--- config.mk ---
export PLATFORM = sky130hd
export DESIGN_NAME = conv_layer
export DESIGN_NICKNAME = d
export VERILOG_FILES = /design/src/common/layer_pkg.sv /design/src/common/num_pkg.sv /design/src/conv_layer/conv_control.sv /design/src/conv_layer/conv_lane.sv /design/src/conv_layer/conv_layer.sv /design/src/conv_layer/output_drain.sv /design/src/logic/filter_rom.sv /design/src/logic/sample_ram.sv /design/src/logic/sat_mac.sv
export SDC_FILE = /design/constraint.sdc
export NUM_CORES = 2
export LEC_CHECK = 0
export BUFFER_PORTS_ARGS = -buffer_cell sky130_fd_sc_hd__buf_2
export CORE_MARGIN = 5
export CORE_UTILIZATION = 45
export CTS_CLUSTER_DIAMETER = 60
export DETAILED_ROUTE_END_ITERATION = 6
export SLEW_MARGIN = 20
export SYNTH_ARGS = -nofsm -noshare
export SYNTH_HDL_FRONTEND = slang
export SYNTH_SLANG_ARGS = --single-unit
--- constraint.sdc ---
create_clock -name clk -period 11.15 [get_ports clk]
set_input_delay 1.115 -clock clk [delete_from_list [all_inputs] [get_ports clk]]
set_output_delay 1.115 -clock clk [all_outputs]
set_load 0.005 [all_outputs]
--- src/common/layer_pkg.sv ---
// layer_pkg: geometry, index types and MAC control word of the conv layer
package layer_pkg;

    // input frame length
    localparam int X_LEN = 32;

    // filter taps
    localparam int F_LEN = 9;

    // output points per frame
    localparam int Y_LEN = X_LEN - F_LEN + 1;

    // input memory address
    typedef logic [4:0] x_addr_t;

    // tap index
    typedef logic [3:0] f_addr_t;

    // MAC strobes
    typedef struct packed {
        logic clear;
        logic enable;
    } mac_ctrl_t;

endpackage

--- src/common/num_pkg.sv ---
// num_pkg: fixed-point sample type and saturation limits for the datapath
package num_pkg;

    // word width of samples, coefficients, products and sums
    localparam int SAMPLE_W = 16;

    // signed fixed-point word
    typedef logic signed [SAMPLE_W-1:0] sample_t;

    // largest representable value, 32767
    localparam sample_t SAT_MAX = {1'b0, {(SAMPLE_W-1){1'b1}}};

    // smallest representable value, -32768
    localparam sample_t SAT_MIN = {1'b1, {(SAMPLE_W-1){1'b0}}};

    // clamp a wide signed value into sample_t range
    function automatic sample_t saturate(input logic signed [2*SAMPLE_W-1:0] value);
        sample_t result;
        if (value > SAT_MAX) begin
            result = SAT_MAX;
        end else if (value < SAT_MIN) begin
            result = SAT_MIN;
        end else begin
            result = value[SAMPLE_W-1:0];
        end
        return result;
    endfunction

endpackage

--- src/conv_layer/conv_control.sv ---
// conv_control: frame sequencer for sample loading, tap stepping and pass counting
`timescale 1ns/100ps

module conv_control
    import layer_pkg::*;
#(
    parameter int LANES  = 3,
    parameter int PASSES = 8,
    localparam int PASS_W = $clog2(PASSES)
) (
    input  logic              clk,
    input  logic              reset,
    input  logic              x_valid_i,
    output logic              x_ready_o,
    output logic              x_we_o,
    output x_addr_t           x_addr_o,
    output f_addr_t           tap_o,
    output mac_ctrl_t         mac_ctrl_o,
    output logic [PASS_W-1:0] pass_o,
    input  logic              mac_done_i,
    output logic              frame_ready_o,
    input  logic              drain_done_i
);

    typedef enum logic [1:0] {
        LOAD,
        COMPUTE,
        WAIT_MAC,
        DRAIN
    } state_t;

    state_t            state;
    x_addr_t           load_cnt;
    f_addr_t           tap_cnt;
    logic [PASS_W-1:0] pass_cnt;
    logic              accept;
    logic              last_pass;

    assign accept    = x_valid_i && x_ready_o;
    assign last_pass = (pass_cnt == PASS_W'(PASSES - 1));

    assign x_ready_o = (state == LOAD);
    assign x_we_o    = accept;
    // tap index doubles as the read offset while computing
    assign x_addr_o  = (state == COMPUTE) ? x_addr_t'(tap_cnt) : load_cnt;
    assign tap_o     = tap_cnt;
    assign pass_o    = pass_cnt;

    assign frame_ready_o = (state == WAIT_MAC) && mac_done_i && last_pass;

    always_comb begin
        mac_ctrl_o.enable = (state == COMPUTE);
        // accumulator held at zero while loading, cleared after each pass
        mac_ctrl_o.clear  = (state == LOAD) || ((state == WAIT_MAC) && mac_done_i);
    end

    always_ff @(posedge clk) begin
        if (reset) begin
            state    <= LOAD;
            load_cnt <= '0;
            tap_cnt  <= '0;
            pass_cnt <= '0;
        end else begin
            unique case (state)
                LOAD: begin
                    if (accept) begin
                        load_cnt <= load_cnt + 1'b1;
                        if (load_cnt == x_addr_t'(X_LEN - 1)) begin
                            state <= COMPUTE;
                        end
                    end
                end
                COMPUTE: begin
                    if (tap_cnt == f_addr_t'(F_LEN - 1)) begin
                        tap_cnt <= '0;
                        state   <= WAIT_MAC;
                    end else begin
                        tap_cnt <= tap_cnt + 1'b1;
                    end
                end
                WAIT_MAC: begin
                    if (mac_done_i) begin
                        if (last_pass) begin
                            pass_cnt <= '0;
                            state    <= DRAIN;
                        end else begin
                            pass_cnt <= pass_cnt + 1'b1;
                            state    <= COMPUTE;
                        end
                    end
                end
                DRAIN: begin
                    if (drain_done_i) begin
                        state <= LOAD;
                    end
                end
                default: state <= LOAD;
            endcase
        end
    end

endmodule

--- src/conv_layer/conv_lane.sv ---
// conv_lane: one compute lane with input memory, saturating MAC, ReLU and result memory
`timescale 1ns/100ps

module conv_lane
    import num_pkg::*;
    import layer_pkg::*;
#(
    parameter int LANES  = 3,
    parameter int PASSES = 8,
    localparam int PASS_W = $clog2(PASSES)
) (
    input  logic              clk,
    input  logic              reset,
    input  x_addr_t           lane_base_i,
    input  sample_t           x_data_i,
    input  logic              x_we_i,
    input  x_addr_t           x_addr_i,
    input  sample_t           coef_i,
    input  mac_ctrl_t         mac_ctrl_i,
    input  logic [PASS_W-1:0] pass_i,
    output logic              mac_done_o,
    input  logic [PASS_W-1:0] rd_addr_i,
    output sample_t           rd_data_o
);

    x_addr_t           rd_x_addr;
    x_addr_t           x_mem_addr;
    sample_t           x_rdata;
    sample_t           acc;
    sample_t           relu;
    logic              enable_q;
    mac_ctrl_t         mac_ctrl_d;
    logic [PASS_W-1:0] y_mem_addr;

    // point index of this lane plus tap offset
    assign rd_x_addr  = x_addr_t'(pass_i * LANES) + lane_base_i + x_addr_i;
    assign x_mem_addr = x_we_i ? x_addr_i : rd_x_addr;

    sample_ram #(.DEPTH(X_LEN)) u_x_mem (
        .clk     (clk),
        .we_i    (x_we_i),
        .addr_i  (x_mem_addr),
        .wdata_i (x_data_i),
        .rdata_o (x_rdata)
    );

    // enable follows the memory and ROM read latency
    always_ff @(posedge clk) begin
        if (reset) begin
            enable_q <= 1'b0;
        end else begin
            enable_q <= mac_ctrl_i.enable;
        end
    end

    always_comb begin
        mac_ctrl_d        = mac_ctrl_i;
        mac_ctrl_d.enable = enable_q;
    end

    sat_mac u_mac (
        .clk    (clk),
        .reset  (reset),
        .ctrl_i (mac_ctrl_d),
        .a_i    (x_rdata),
        .b_i    (coef_i),
        .acc_o  (acc),
        .done_o (mac_done_o)
    );

    // ReLU on the way into the result memory
    assign relu       = acc[SAMPLE_W-1] ? '0 : acc;
    assign y_mem_addr = mac_done_o ? pass_i : rd_addr_i;

    sample_ram #(.DEPTH(PASSES)) u_y_mem (
        .clk     (clk),
        .we_i    (mac_done_o),
        .addr_i  (y_mem_addr),
        .wdata_i (relu),
        .rdata_o (rd_data_o)
    );

endmodule

--- src/conv_layer/conv_layer.sv ---
// conv_layer: 1-D convolution layer with parallel saturating MAC lanes and ReLU
`timescale 1ns/100ps

module conv_layer
    import num_pkg::*;
    import layer_pkg::*;
#(
    parameter int LANES = 3
) (
    input  logic    clk,
    input  logic    reset,
    input  sample_t x_data_i,
    input  logic    x_valid_i,
    output logic    x_ready_o,
    output sample_t y_data_o,
    output logic    y_valid_o,
    input  logic    y_ready_i
);

    // passes needed to cover every output point
    localparam int PASSES = (Y_LEN + LANES - 1) / LANES;
    localparam int PASS_W = $clog2(PASSES);

    logic                    x_we;
    x_addr_t                 x_addr;
    f_addr_t                 tap;
    mac_ctrl_t               mac_ctrl;
    logic [PASS_W-1:0]       pass;
    logic [PASS_W-1:0]       rd_addr;
    sample_t                 coef;
    logic [LANES-1:0]        lane_done;
    sample_t [LANES-1:0]     lane_data;
    logic                    frame_ready;
    logic                    drain_done;

    conv_control #(
        .LANES  (LANES),
        .PASSES (PASSES)
    ) u_control (
        .clk           (clk),
        .reset         (reset),
        .x_valid_i     (x_valid_i),
        .x_ready_o     (x_ready_o),
        .x_we_o        (x_we),
        .x_addr_o      (x_addr),
        .tap_o         (tap),
        .mac_ctrl_o    (mac_ctrl),
        .pass_o        (pass),
        .mac_done_i    (&lane_done),
        .frame_ready_o (frame_ready),
        .drain_done_i  (drain_done)
    );

    filter_rom u_filter_rom (
        .clk    (clk),
        .addr_i (tap),
        .coef_o (coef)
    );

    // lane i computes points pass*LANES + i
    for (genvar i = 0; i < LANES; i++) begin : g_lane
        conv_lane #(
            .LANES  (LANES),
            .PASSES (PASSES)
        ) u_lane (
            .clk         (clk),
            .reset       (reset),
            .lane_base_i (x_addr_t'(i)),
            .x_data_i    (x_data_i),
            .x_we_i      (x_we),
            .x_addr_i    (x_addr),
            .coef_i      (coef),
            .mac_ctrl_i  (mac_ctrl),
            .pass_i      (pass),
            .mac_done_o  (lane_done[i]),
            .rd_addr_i   (rd_addr),
            .rd_data_o   (lane_data[i])
        );
    end

    output_drain #(
        .LANES  (LANES),
        .PASSES (PASSES)
    ) u_drain (
        .clk           (clk),
        .reset         (reset),
        .frame_ready_i (frame_ready),
        .rd_addr_o     (rd_addr),
        .lane_data_i   (lane_data),
        .y_data_o      (y_data_o),
        .y_valid_o     (y_valid_o),
        .y_ready_i     (y_ready_i),
        .drain_done_o  (drain_done)
    );

endmodule

--- src/conv_layer/output_drain.sv ---
// output_drain: streams stored lane results out in point order under valid/ready
`timescale 1ns/100ps

module output_drain
    import num_pkg::*;
    import layer_pkg::*;
#(
    parameter int LANES  = 3,
    parameter int PASSES = 8,
    localparam int PASS_W = $clog2(PASSES),
    localparam int LANE_W = (LANES > 1) ? $clog2(LANES) : 1
) (
    input  logic                clk,
    input  logic                reset,
    input  logic                frame_ready_i,
    output logic [PASS_W-1:0]   rd_addr_o,
    input  sample_t [LANES-1:0] lane_data_i,
    output sample_t             y_data_o,
    output logic                y_valid_o,
    input  logic                y_ready_i,
    output logic                drain_done_o
);

    logic [LANE_W-1:0]        lane_sel;
    logic [$clog2(Y_LEN)-1:0] point;
    logic                     fetch;
    logic                     accept;
    logic                     last_point;

    assign accept       = y_valid_o && y_ready_i;
    assign last_point   = (point == ($clog2(Y_LEN))'(Y_LEN - 1));
    assign drain_done_o = accept && last_point;
    assign y_data_o     = lane_data_i[lane_sel];

    always_ff @(posedge clk) begin
        if (reset) begin
            rd_addr_o <= '0;
            lane_sel  <= '0;
            point     <= '0;
            fetch     <= 1'b0;
            y_valid_o <= 1'b0;
        end else if (frame_ready_i) begin
            rd_addr_o <= '0;
            lane_sel  <= '0;
            point     <= '0;
            fetch     <= 1'b1;
        end else if (fetch) begin
            // address presented last cycle, data now registered
            fetch     <= 1'b0;
            y_valid_o <= 1'b1;
        end else if (accept) begin
            y_valid_o <= 1'b0;
            if (!last_point) begin
                point <= point + 1'b1;
                fetch <= 1'b1;
                if (lane_sel == LANE_W'(LANES - 1)) begin
                    lane_sel  <= '0;
                    rd_addr_o <= rd_addr_o + 1'b1;
                end else begin
                    lane_sel <= lane_sel + 1'b1;
                end
            end
        end
    end

endmodule

--- src/logic/filter_rom.sv ---
// filter_rom: registered table of the nine filter coefficients
`timescale 1ns/100ps

module filter_rom
    import num_pkg::*;
    import layer_pkg::*;
(
    input  logic    clk,
    input  f_addr_t addr_i,
    output sample_t coef_o
);

    always_ff @(posedge clk) begin
        case (addr_i)
            4'd0:    coef_o <= -16'sd5;
            4'd1:    coef_o <= -16'sd4;
            4'd2:    coef_o <= -16'sd6;
            4'd3:    coef_o <= -16'sd1;
            4'd4:    coef_o <= 16'sd4;
            4'd5:    coef_o <= 16'sd5;
            4'd6:    coef_o <= 16'sd4;
            4'd7:    coef_o <= -16'sd5;
            4'd8:    coef_o <= -16'sd4;
            // unused tap slots read as zero
            default: coef_o <= '0;
        endcase
    end

endmodule

--- src/logic/sample_ram.sv ---
// sample_ram: single-port sample memory with registered read, read before write
`timescale 1ns/100ps

module sample_ram
    import num_pkg::*;
#(
    parameter int DEPTH = 32,
    localparam int ADDR_W = $clog2(DEPTH)
) (
    input  logic              clk,
    input  logic              we_i,
    input  logic [ADDR_W-1:0] addr_i,
    input  sample_t           wdata_i,
    output sample_t           rdata_o
);

    sample_t mem [DEPTH];

    always_ff @(posedge clk) begin
        rdata_o <= mem[addr_i];
        if (we_i) begin
            mem[addr_i] <= wdata_i;
        end
    end

endmodule

--- src/logic/sat_mac.sv ---
// sat_mac: three-stage multiply-accumulate with saturation on product and sum
`timescale 1ns/100ps

module sat_mac
    import num_pkg::*;
    import layer_pkg::*;
(
    input  logic      clk,
    input  logic      reset,
    input  mac_ctrl_t ctrl_i,
    input  sample_t   a_i,
    input  sample_t   b_i,
    output sample_t   acc_o,
    output logic      done_o
);

    sample_t                      a_q;
    sample_t                      b_q;
    sample_t                      prod_q;
    logic                         op_valid;
    logic                         prod_valid;
    logic signed [2*SAMPLE_W-1:0] prod_full;
    logic signed [2*SAMPLE_W-1:0] sum_full;
    sample_t                      prod_sat;
    sample_t                      sum_sat;

    always_comb begin
        prod_full = a_q * b_q;
        prod_sat  = saturate(prod_full);
        // sum is clamped again after the clamped product is added
        sum_full  = acc_o + prod_q;
        sum_sat   = saturate(sum_full);
    end

    // stage valid flags
    always_ff @(posedge clk) begin
        if (reset) begin
            op_valid   <= 1'b0;
            prod_valid <= 1'b0;
            done_o     <= 1'b0;
        end else begin
            op_valid   <= ctrl_i.enable;
            prod_valid <= op_valid;
            // last pair of a burst reaches the accumulator
            done_o     <= prod_valid && !op_valid;
        end
    end

    always_ff @(posedge clk) begin
        if (ctrl_i.enable) begin
            a_q <= a_i;
            b_q <= b_i;
        end
        if (op_valid) begin
            prod_q <= prod_sat;
        end
        if (ctrl_i.clear) begin
            acc_o <= '0;
        end else if (prod_valid) begin
            acc_o <= sum_sat;
        end
    end

endmodule

# Word level (Yosys, flattened, before mapping)
# Memories as Yosys holds them, arrays and structs flattened. A register that Yosys moved wholly into a read port is not among the register bits.
# Index checks and enable logic that the tools add are counted.
# word_totals
reg_bits	238
latch_bits	0
ramBits	1896
mem_bits_ro	256
inputBits	20
out_inout_bits	18
elab_cells	136
mem_count	7
# mem_list
name	depth	width	rd	rd_clocked_by_memory_dff	write_ports	line_no	source
g_lane[0].u_lane.u_x_mem.mem	32	16	1	1	1	sample_ram.sv:17	sample_t mem [DEPTH];
g_lane[1].u_lane.u_x_mem.mem	32	16	1	1	1	sample_ram.sv:17	
g_lane[2].u_lane.u_x_mem.mem	32	16	1	1	1	sample_ram.sv:17	
(no name shown)	16	16	1	1	0	filter_rom.sv:14	case (addr_i)
g_lane[0].u_lane.u_y_mem.mem	8	15	1	1	1	sample_ram.sv:17	
g_lane[1].u_lane.u_y_mem.mem	8	15	1	1	1	sample_ram.sv:17	
1 more memories	--	--	--	--	--	--	
# op_classes
add_sub_neg	14
n_mul	4
n_div	0
n_lt_le_gt_ge	13
n_eq_ne	13
shifts	0
mux	39
n_bitwise	3
reduce_logical	17
# ops
operator	n
$mux 16	10
$gt 32x16->1 const B	3
$lt 32x16->1 const B	3
$mul 16x16->32	3
$add 16x16->17	3
$gt 17x16->1 const B	3
$lt 17x16->1 const B	3
$mux 15	3
$bmux 16 s2	1
$mux 5	4
$add 5x1->5 const B	3
$add 5x5->5	3
$mux 2	7
$eq 5x5->1 const B	2
$mux 1	10
$pmux 2 s4	1
$add 3x1->3 const B	2
$eq 2x2->1 const B	3
$logic_and 1x1->1	6
$mux 3	2
$ne 2x2->1 const B	3
$reduce_and 2->1	3
$add 5x2->5 const B	1
$mul 3x2->5 const B	1
17 further kinds	20

# Depth between registers and ports, before layout
# logic_depth
depth_word	5
ltp_mapped	31
mapped_depth_nobuf	27

# Cells and area by module
# A second synthesis with hierarchy kept.
# unflattened
cells_unflattened	8571
area_unflattened_um2	119490.9
# modules_own_cells
mod	n_inst	cells_per_inst	area_each_um2	seq_area_each_um2
sample_ram (g_lane[1].u_lane.u_x_mem ...)	2	1086	20049.2	15695.1
sample_ram (g_lane[0].u_lane.u_x_mem)	1	1086	20059.2	15695.1
sample_ram (g_lane[0].u_lane.u_y_mem ...)	3	238	5292.6	4164.0
sat_mac (g_lane[2].u_lane.u_mac)	1	1418	13429.1	1821.7
sat_mac (g_lane[1].u_lane.u_mac)	1	1393	13312.8	1821.7
sat_mac (g_lane[0].u_lane.u_mac)	1	1363	13193.9	1821.7
conv_lane	3	60	511.7	20.0
output_drain	1	119	908.4	240.2
conv_control	1	92	780.7	280.3
filter_rom	1	31	281.5	80.1
conv_layer	1	3	13.8	0.0

# Worst setup path before layout
# OpenSTA, ideal clock, no wires.
# synth_timing
path_kind	reg2reg
from	reg, netlist name g_lane[1].u_lane.u_mac.b_q[14]
to	reg g_lane[2].u_lane.u_mac.prod_q[10], data pin
setup_time_ns	0.152
arrival_time_ns	7.486
required_time_ns	10.998
path_slack_ns	3.512
path_stages_with_launch	28
path_buffers	4
synth_period_minus_slack_ns	7.638
path_cell_list	edfxtp_1 > clkbuf_1 > clkbuf_1 > buf_1 > nand2_1 > inv_1 > fa_1 > fa_1 > inv_1 > fa_1 > inv_1 > fa_1 > fa_1 > inv_1 > fa_1 > inv_1 > ha_1 > a21o_1 > a31o_2 > o21bai_1 > a31o_2 > a31o_2 > xnor2_1 > or4_1 > nor4_1 > a41oi_1 > buf_2 > o21ai_0
# synth_rtl
item	line_no	source
end signal, assigned	sat_mac.sv:55	prod_q <= prod_sat;
end, declared	sat_mac.sv:19	sample_t prod_q;

# Worst setup path after layout
# layout_timing
from	reg g_lane[1].u_lane.u_mac.b_q[14]
to	reg g_lane[1].u_lane.u_mac.prod_q[0], data pin
# layout_between
elab_chain_cells	3
elab_cells_between_ends	4
classes_between	mul: 1; order compare: 2; mux: 1
# layout_lines
item	line_no	source
start, declared	sat_mac.sv:18	sample_t b_q;
start signal, assigned	sat_mac.sv:52	b_q <= b_i;
$mul 16x16->32 *	sat_mac.sv:28	prod_full = a_q * b_q;
$lt 32x16->1	num_pkg.sv:21	end else if (value < SAT_MIN) begin
$mux 16	num_pkg.sv:21	
end signal, assigned	sat_mac.sv:55	
end, declared	sat_mac.sv:19	
# Every way passes the cells marked *; elsewhere a longest branch is shown, timed or not.
# A chain may end at the register's enable or synchronous reset.

==> insert_results.sql <==
INSERT INTO impl_metrics (metric_group, metric, value, unit) VALUES
('sta', 'finalSetupTns', '0', 'ns'),
('setup_path', 'worstPathArrival', '9.06', 'ns'),
('placed_design', 'dp.cells', '10494', ''),
('logic_synthesis', 'synth_area_per_cell', '14.5', 'um2'),
('power', 'net_switching_power_of_the_design', '3.70', 'mW'),
('logic_synthesis', 'yosys.cell_count.top_type', 'edfxtp_1', ''),
('route', 'iteration_0_drc_markers', '5351', ''),
('setup_path', 'required', '11.65', 'ns'),
('grt', 'grt_antenna_before_repair', '9', ''),
('placed_design', 'port_buffers', '36', ''),
('setup_path', 'cp-end-kind', 'flop', ''),
('clocking', 'htree_levels', '4', ''),
('route', 'drt-vias-per-instance', '5.51', ''),
('logic_synthesis', 'yosysSeqAreaShare', '58.8', '%'),
('setup_path', 'setup.worst_path.class', 'reg2reg', ''),
('route', 'post-route-drc-count', '0', ''),
('logic_synthesis', 'synth.top_cells.by_area', 'edfxtp_1 (56%), fa_1 (11%), mux4_2 (8.1%)', ''),
('sta', 'clock.fmax', '117', 'MHz'),
('setup_path', 'critical_path.max_fanout', '78', ''),
('placed_design', 'place_hpwl', '167', 'mm'),
('power', 'share_clk_of_total_power', '43.5', '%'),
('setup_path', 'launching_point_of_the_worst_reg2reg_path', 'g_lane[1].u_lane.u_mac.b_q[14]$_DFFE_PP_', ''),
('power', 'post-layout-total-power', '17.2', 'mW'),
('placed_design', 'routabilityCongestion', '0.861', ''),
('clocking', 'clock_path_buffers', '3', ''),
('layout', 'fin_cells', '10916', ''),
('sta', 'grt_setup_unrepaired', 'no', ''),
('sta', 'finalCriticalPeriod', '8.56', 'ns'),
('floorplan', 'die-area', '0.250', 'mm2'),
('sta', 'timing.final.crit_share', '76.8', '%'),
('logic_synthesis', 'synth_flop_cell', 'edfxtp_1', ''),
('sta', 'max-slew-margin-rel', '15.0', '%'),
('floorplan', 'die_h', '500', 'um'),
('status', 'run_status', 'finished clean', ''),
('layout', 'num-nets-final', '8476', ''),
('sta', 'hold_viol', '0', ''),
('grt', 'grt-ovfl-total', '0', ''),
('clocking', 'numCtsBuffers', '222', ''),
('power', 'switching_share', '21.6', '%'),
('setup_path', 'critical_path.startpoint_type', 'flop', ''),
('job', 'max_cap_viol_count', '0', ''),
('setup_path', 'setup_slack_on_the_worst_flop_to_flop_path', '2.59', 'ns'),
('logic_synthesis', 'synth_cells', '7442', ''),
('floorplan', 'start_util', '45.3', '%'),
('power', 'p_seq_share', '52.1', '%'),
('power', 'pwr_density_cell', '143', 'mW/mm2'),
('route', 'route.vias.total', '60135', ''),
('sta', 'finalWorstSetupSlack', '2.59', 'ns'),
('sta', 'hold-worst-slack', '0.402', 'ns'),
('logic_synthesis', 'share_of_flip_flops_with_an_asynchronous_set_or_reset_after_synthesis', '0', '%'),
('floorplan', 'die_width', '500', 'um'),
('grt', 'groute.usage.overall', '20.4', '%'),
('logic_synthesis', 'yosys_register_bits', '2171', ''),
('hold_path', 'min_delay_worst_endpoint', 'g_lane[1].u_lane.u_mac.b_q[1]$_DFFE_PP_', ''),
('layout', 'synthToLayoutAreaGrowth', '11.1', '%'),
('clocking', 'clk_latency', '0.92', 'ns'),
('layout', 'drive_gt1_share', '13.1', '%'),
('clocking', 'tritoncts_clock_tree', 'built', ''),
('logic_synthesis', 'netlist.area_leader.share', '55.5', '%'),
('grt', 'grt_start_max_net_pins', '129', ''),
('grt', 'vias_in_the_first_global_route', '61861', ''),
('route', 'totalWireLength', '256', 'mm'),
('logic_synthesis', 'yosys_warnings', '0', ''),
('grt', 'wire_length_of_the_first_global_routing_pass', '390', 'mm'),
('placed_design', 'place_worst_setup_slack', '2.34', 'ns'),
('route', 'detail-route-antenna-nets', '0', ''),
('logic_synthesis', 'mappedNetlistArea', '0.108', 'mm2'),
('layout', 'finalInstanceArea', '0.120', 'mm2'),
('clocking', 'cts_repair_resizes', '0', ''),
('logic_synthesis', 'netlist-cell-type-count', '85', ''),
('route', 'route.detailed.wl_per_inst', '23.4', 'um');
## power by group through the flow
stage / Sequential [mW] / Combinational (mW) / Clock [mW]
finish: 8.94 / 0.757 / 7.46
global route: 8.94 / 0.805 / 7.98
CTS: 8.94 / 0.766 / 7.61
detailed placement: 9.11 / 0.765 / 0
global placement: 9.11 / 0.760 / 0
floorplan: 9.11 / 0.448 / 0
## placed cells by master (no fill, tap or decap), types with 207 or more instances in the layout
master / instances
mux4_2: 386
inv_1: 900
edfxtp_1: 1996
fa_1: 590
ha_1: 314
nand3_1: 266
clkbuf_16: 222
o21ai_0: 207
nor2_1: 246
nand2_1: 706
## how the worst max path moves through the flow
stage / startpoint / to / slack (ns)
floorplan: g_lane[1].u_lane.u_mac.b_q[14]$_DFFE_PP_ / g_lane[2].u_lane.u_mac.prod_q[10]$_SDFFCE_PN1P_ / 3.51
global route: g_lane[1].u_lane.u_mac.b_q[14]$_DFFE_PP_ / g_lane[1].u_lane.u_mac.prod_q[0]$_SDFFCE_PN1P_ / 2.03
finish: g_lane[1].u_lane.u_mac.b_q[14]$_DFFE_PP_ / g_lane[1].u_lane.u_mac.prod_q[0]$_SDFFCE_PN1P_ / 2.59
CTS: g_lane[1].u_lane.u_mac.b_q[14]$_DFFE_PP_ / g_lane[0].u_lane.u_mac.prod_q[3]$_SDFFCE_PN1P_ / 2.32
detailed placement: g_lane[1].u_lane.u_mac.b_q[14]$_DFFE_PP_ / g_lane[0].u_lane.u_mac.prod_q[0]$_SDFFCE_PN1P_ / 2.34
global placement: g_lane[1].u_lane.u_mac.b_q[14]$_DFFE_PP_ / g_lane[0].u_lane.u_mac.prod_q[13]$_SDFFCE_PN1P_ / 2.54
## state kept, by name, summed over array words and instances (netlist names), 5 cells and up
register,flops
g_lane.u_lane.u_x_mem.mem,1536
g_lane.u_lane.u_y_mem.mem,360
g_lane.u_lane.u_mac.a_q,48
g_lane.u_lane.u_mac.acc_o,48
g_lane.u_lane.u_mac.prod_q,48
g_lane.u_lane.u_x_mem.rdata_o,48
g_lane.u_lane.u_y_mem.rdata_o,45
u_control.load_cnt,5
u_drain.point,5
## critical path, stage by stage (launching register included)
cell	delay [ns]
edfxtp_1	0.34
buf_4	0.68
nand2_1	0.36
inv_1	0.26
fa_1	0.52
fa_1	0.52
inv_1	0.06
fa_1	0.50
inv_1	0.05
fa_1	0.49
fa_1	0.50
inv_1	0.05
fa_1	0.47
inv_1	0.05
ha_1	0.46
nand4_1	0.18
nor4_1	0.34
o211ai_2	0.17
a311oi_1	0.43
o21ai_0	0.18
xnor2_1	0.16
or4_1	0.57
o41ai_4	0.64
o21ai_0	0.18
## area by class of cell
type	instances	area, um2
antenna	5	12.5
clock buffer	278	5860
inverter	901	3380
clock inverter	138	1620
sequential	2171	63400
fill	20140	118000
tap	3167	3960
timing repair buffer	205	1550
multi-input combinational	4051	40100
## logic make-up after synthesis
| group | count (synthesis) | synth area share [%] |
|---|---|---|
| AOI/OAI and AO/OA | 860 | 5.18 |
| xor gates and xnor gates | 177 | 1.44 |
| buffers and inverters | 1220 | 4.35 |
| other | 1 | 0.00347 |
| adders and majority gates | 917 | 14.7 |
| and+or+nand+nor | 1661 | 7.04 |
| DFF | 2171 | 58.8 |
| muxes | 435 | 8.51 |
## routing by layer
layer | wire length (um) | global-route usage (%)
met4 | 5710 | 4.73
met2 | 122000 | 32.9
met3 | 16300 | 3.64
met5 | 13 | 0
met1 | 112000 | 29.2
(Power assumes the default switching activity.)
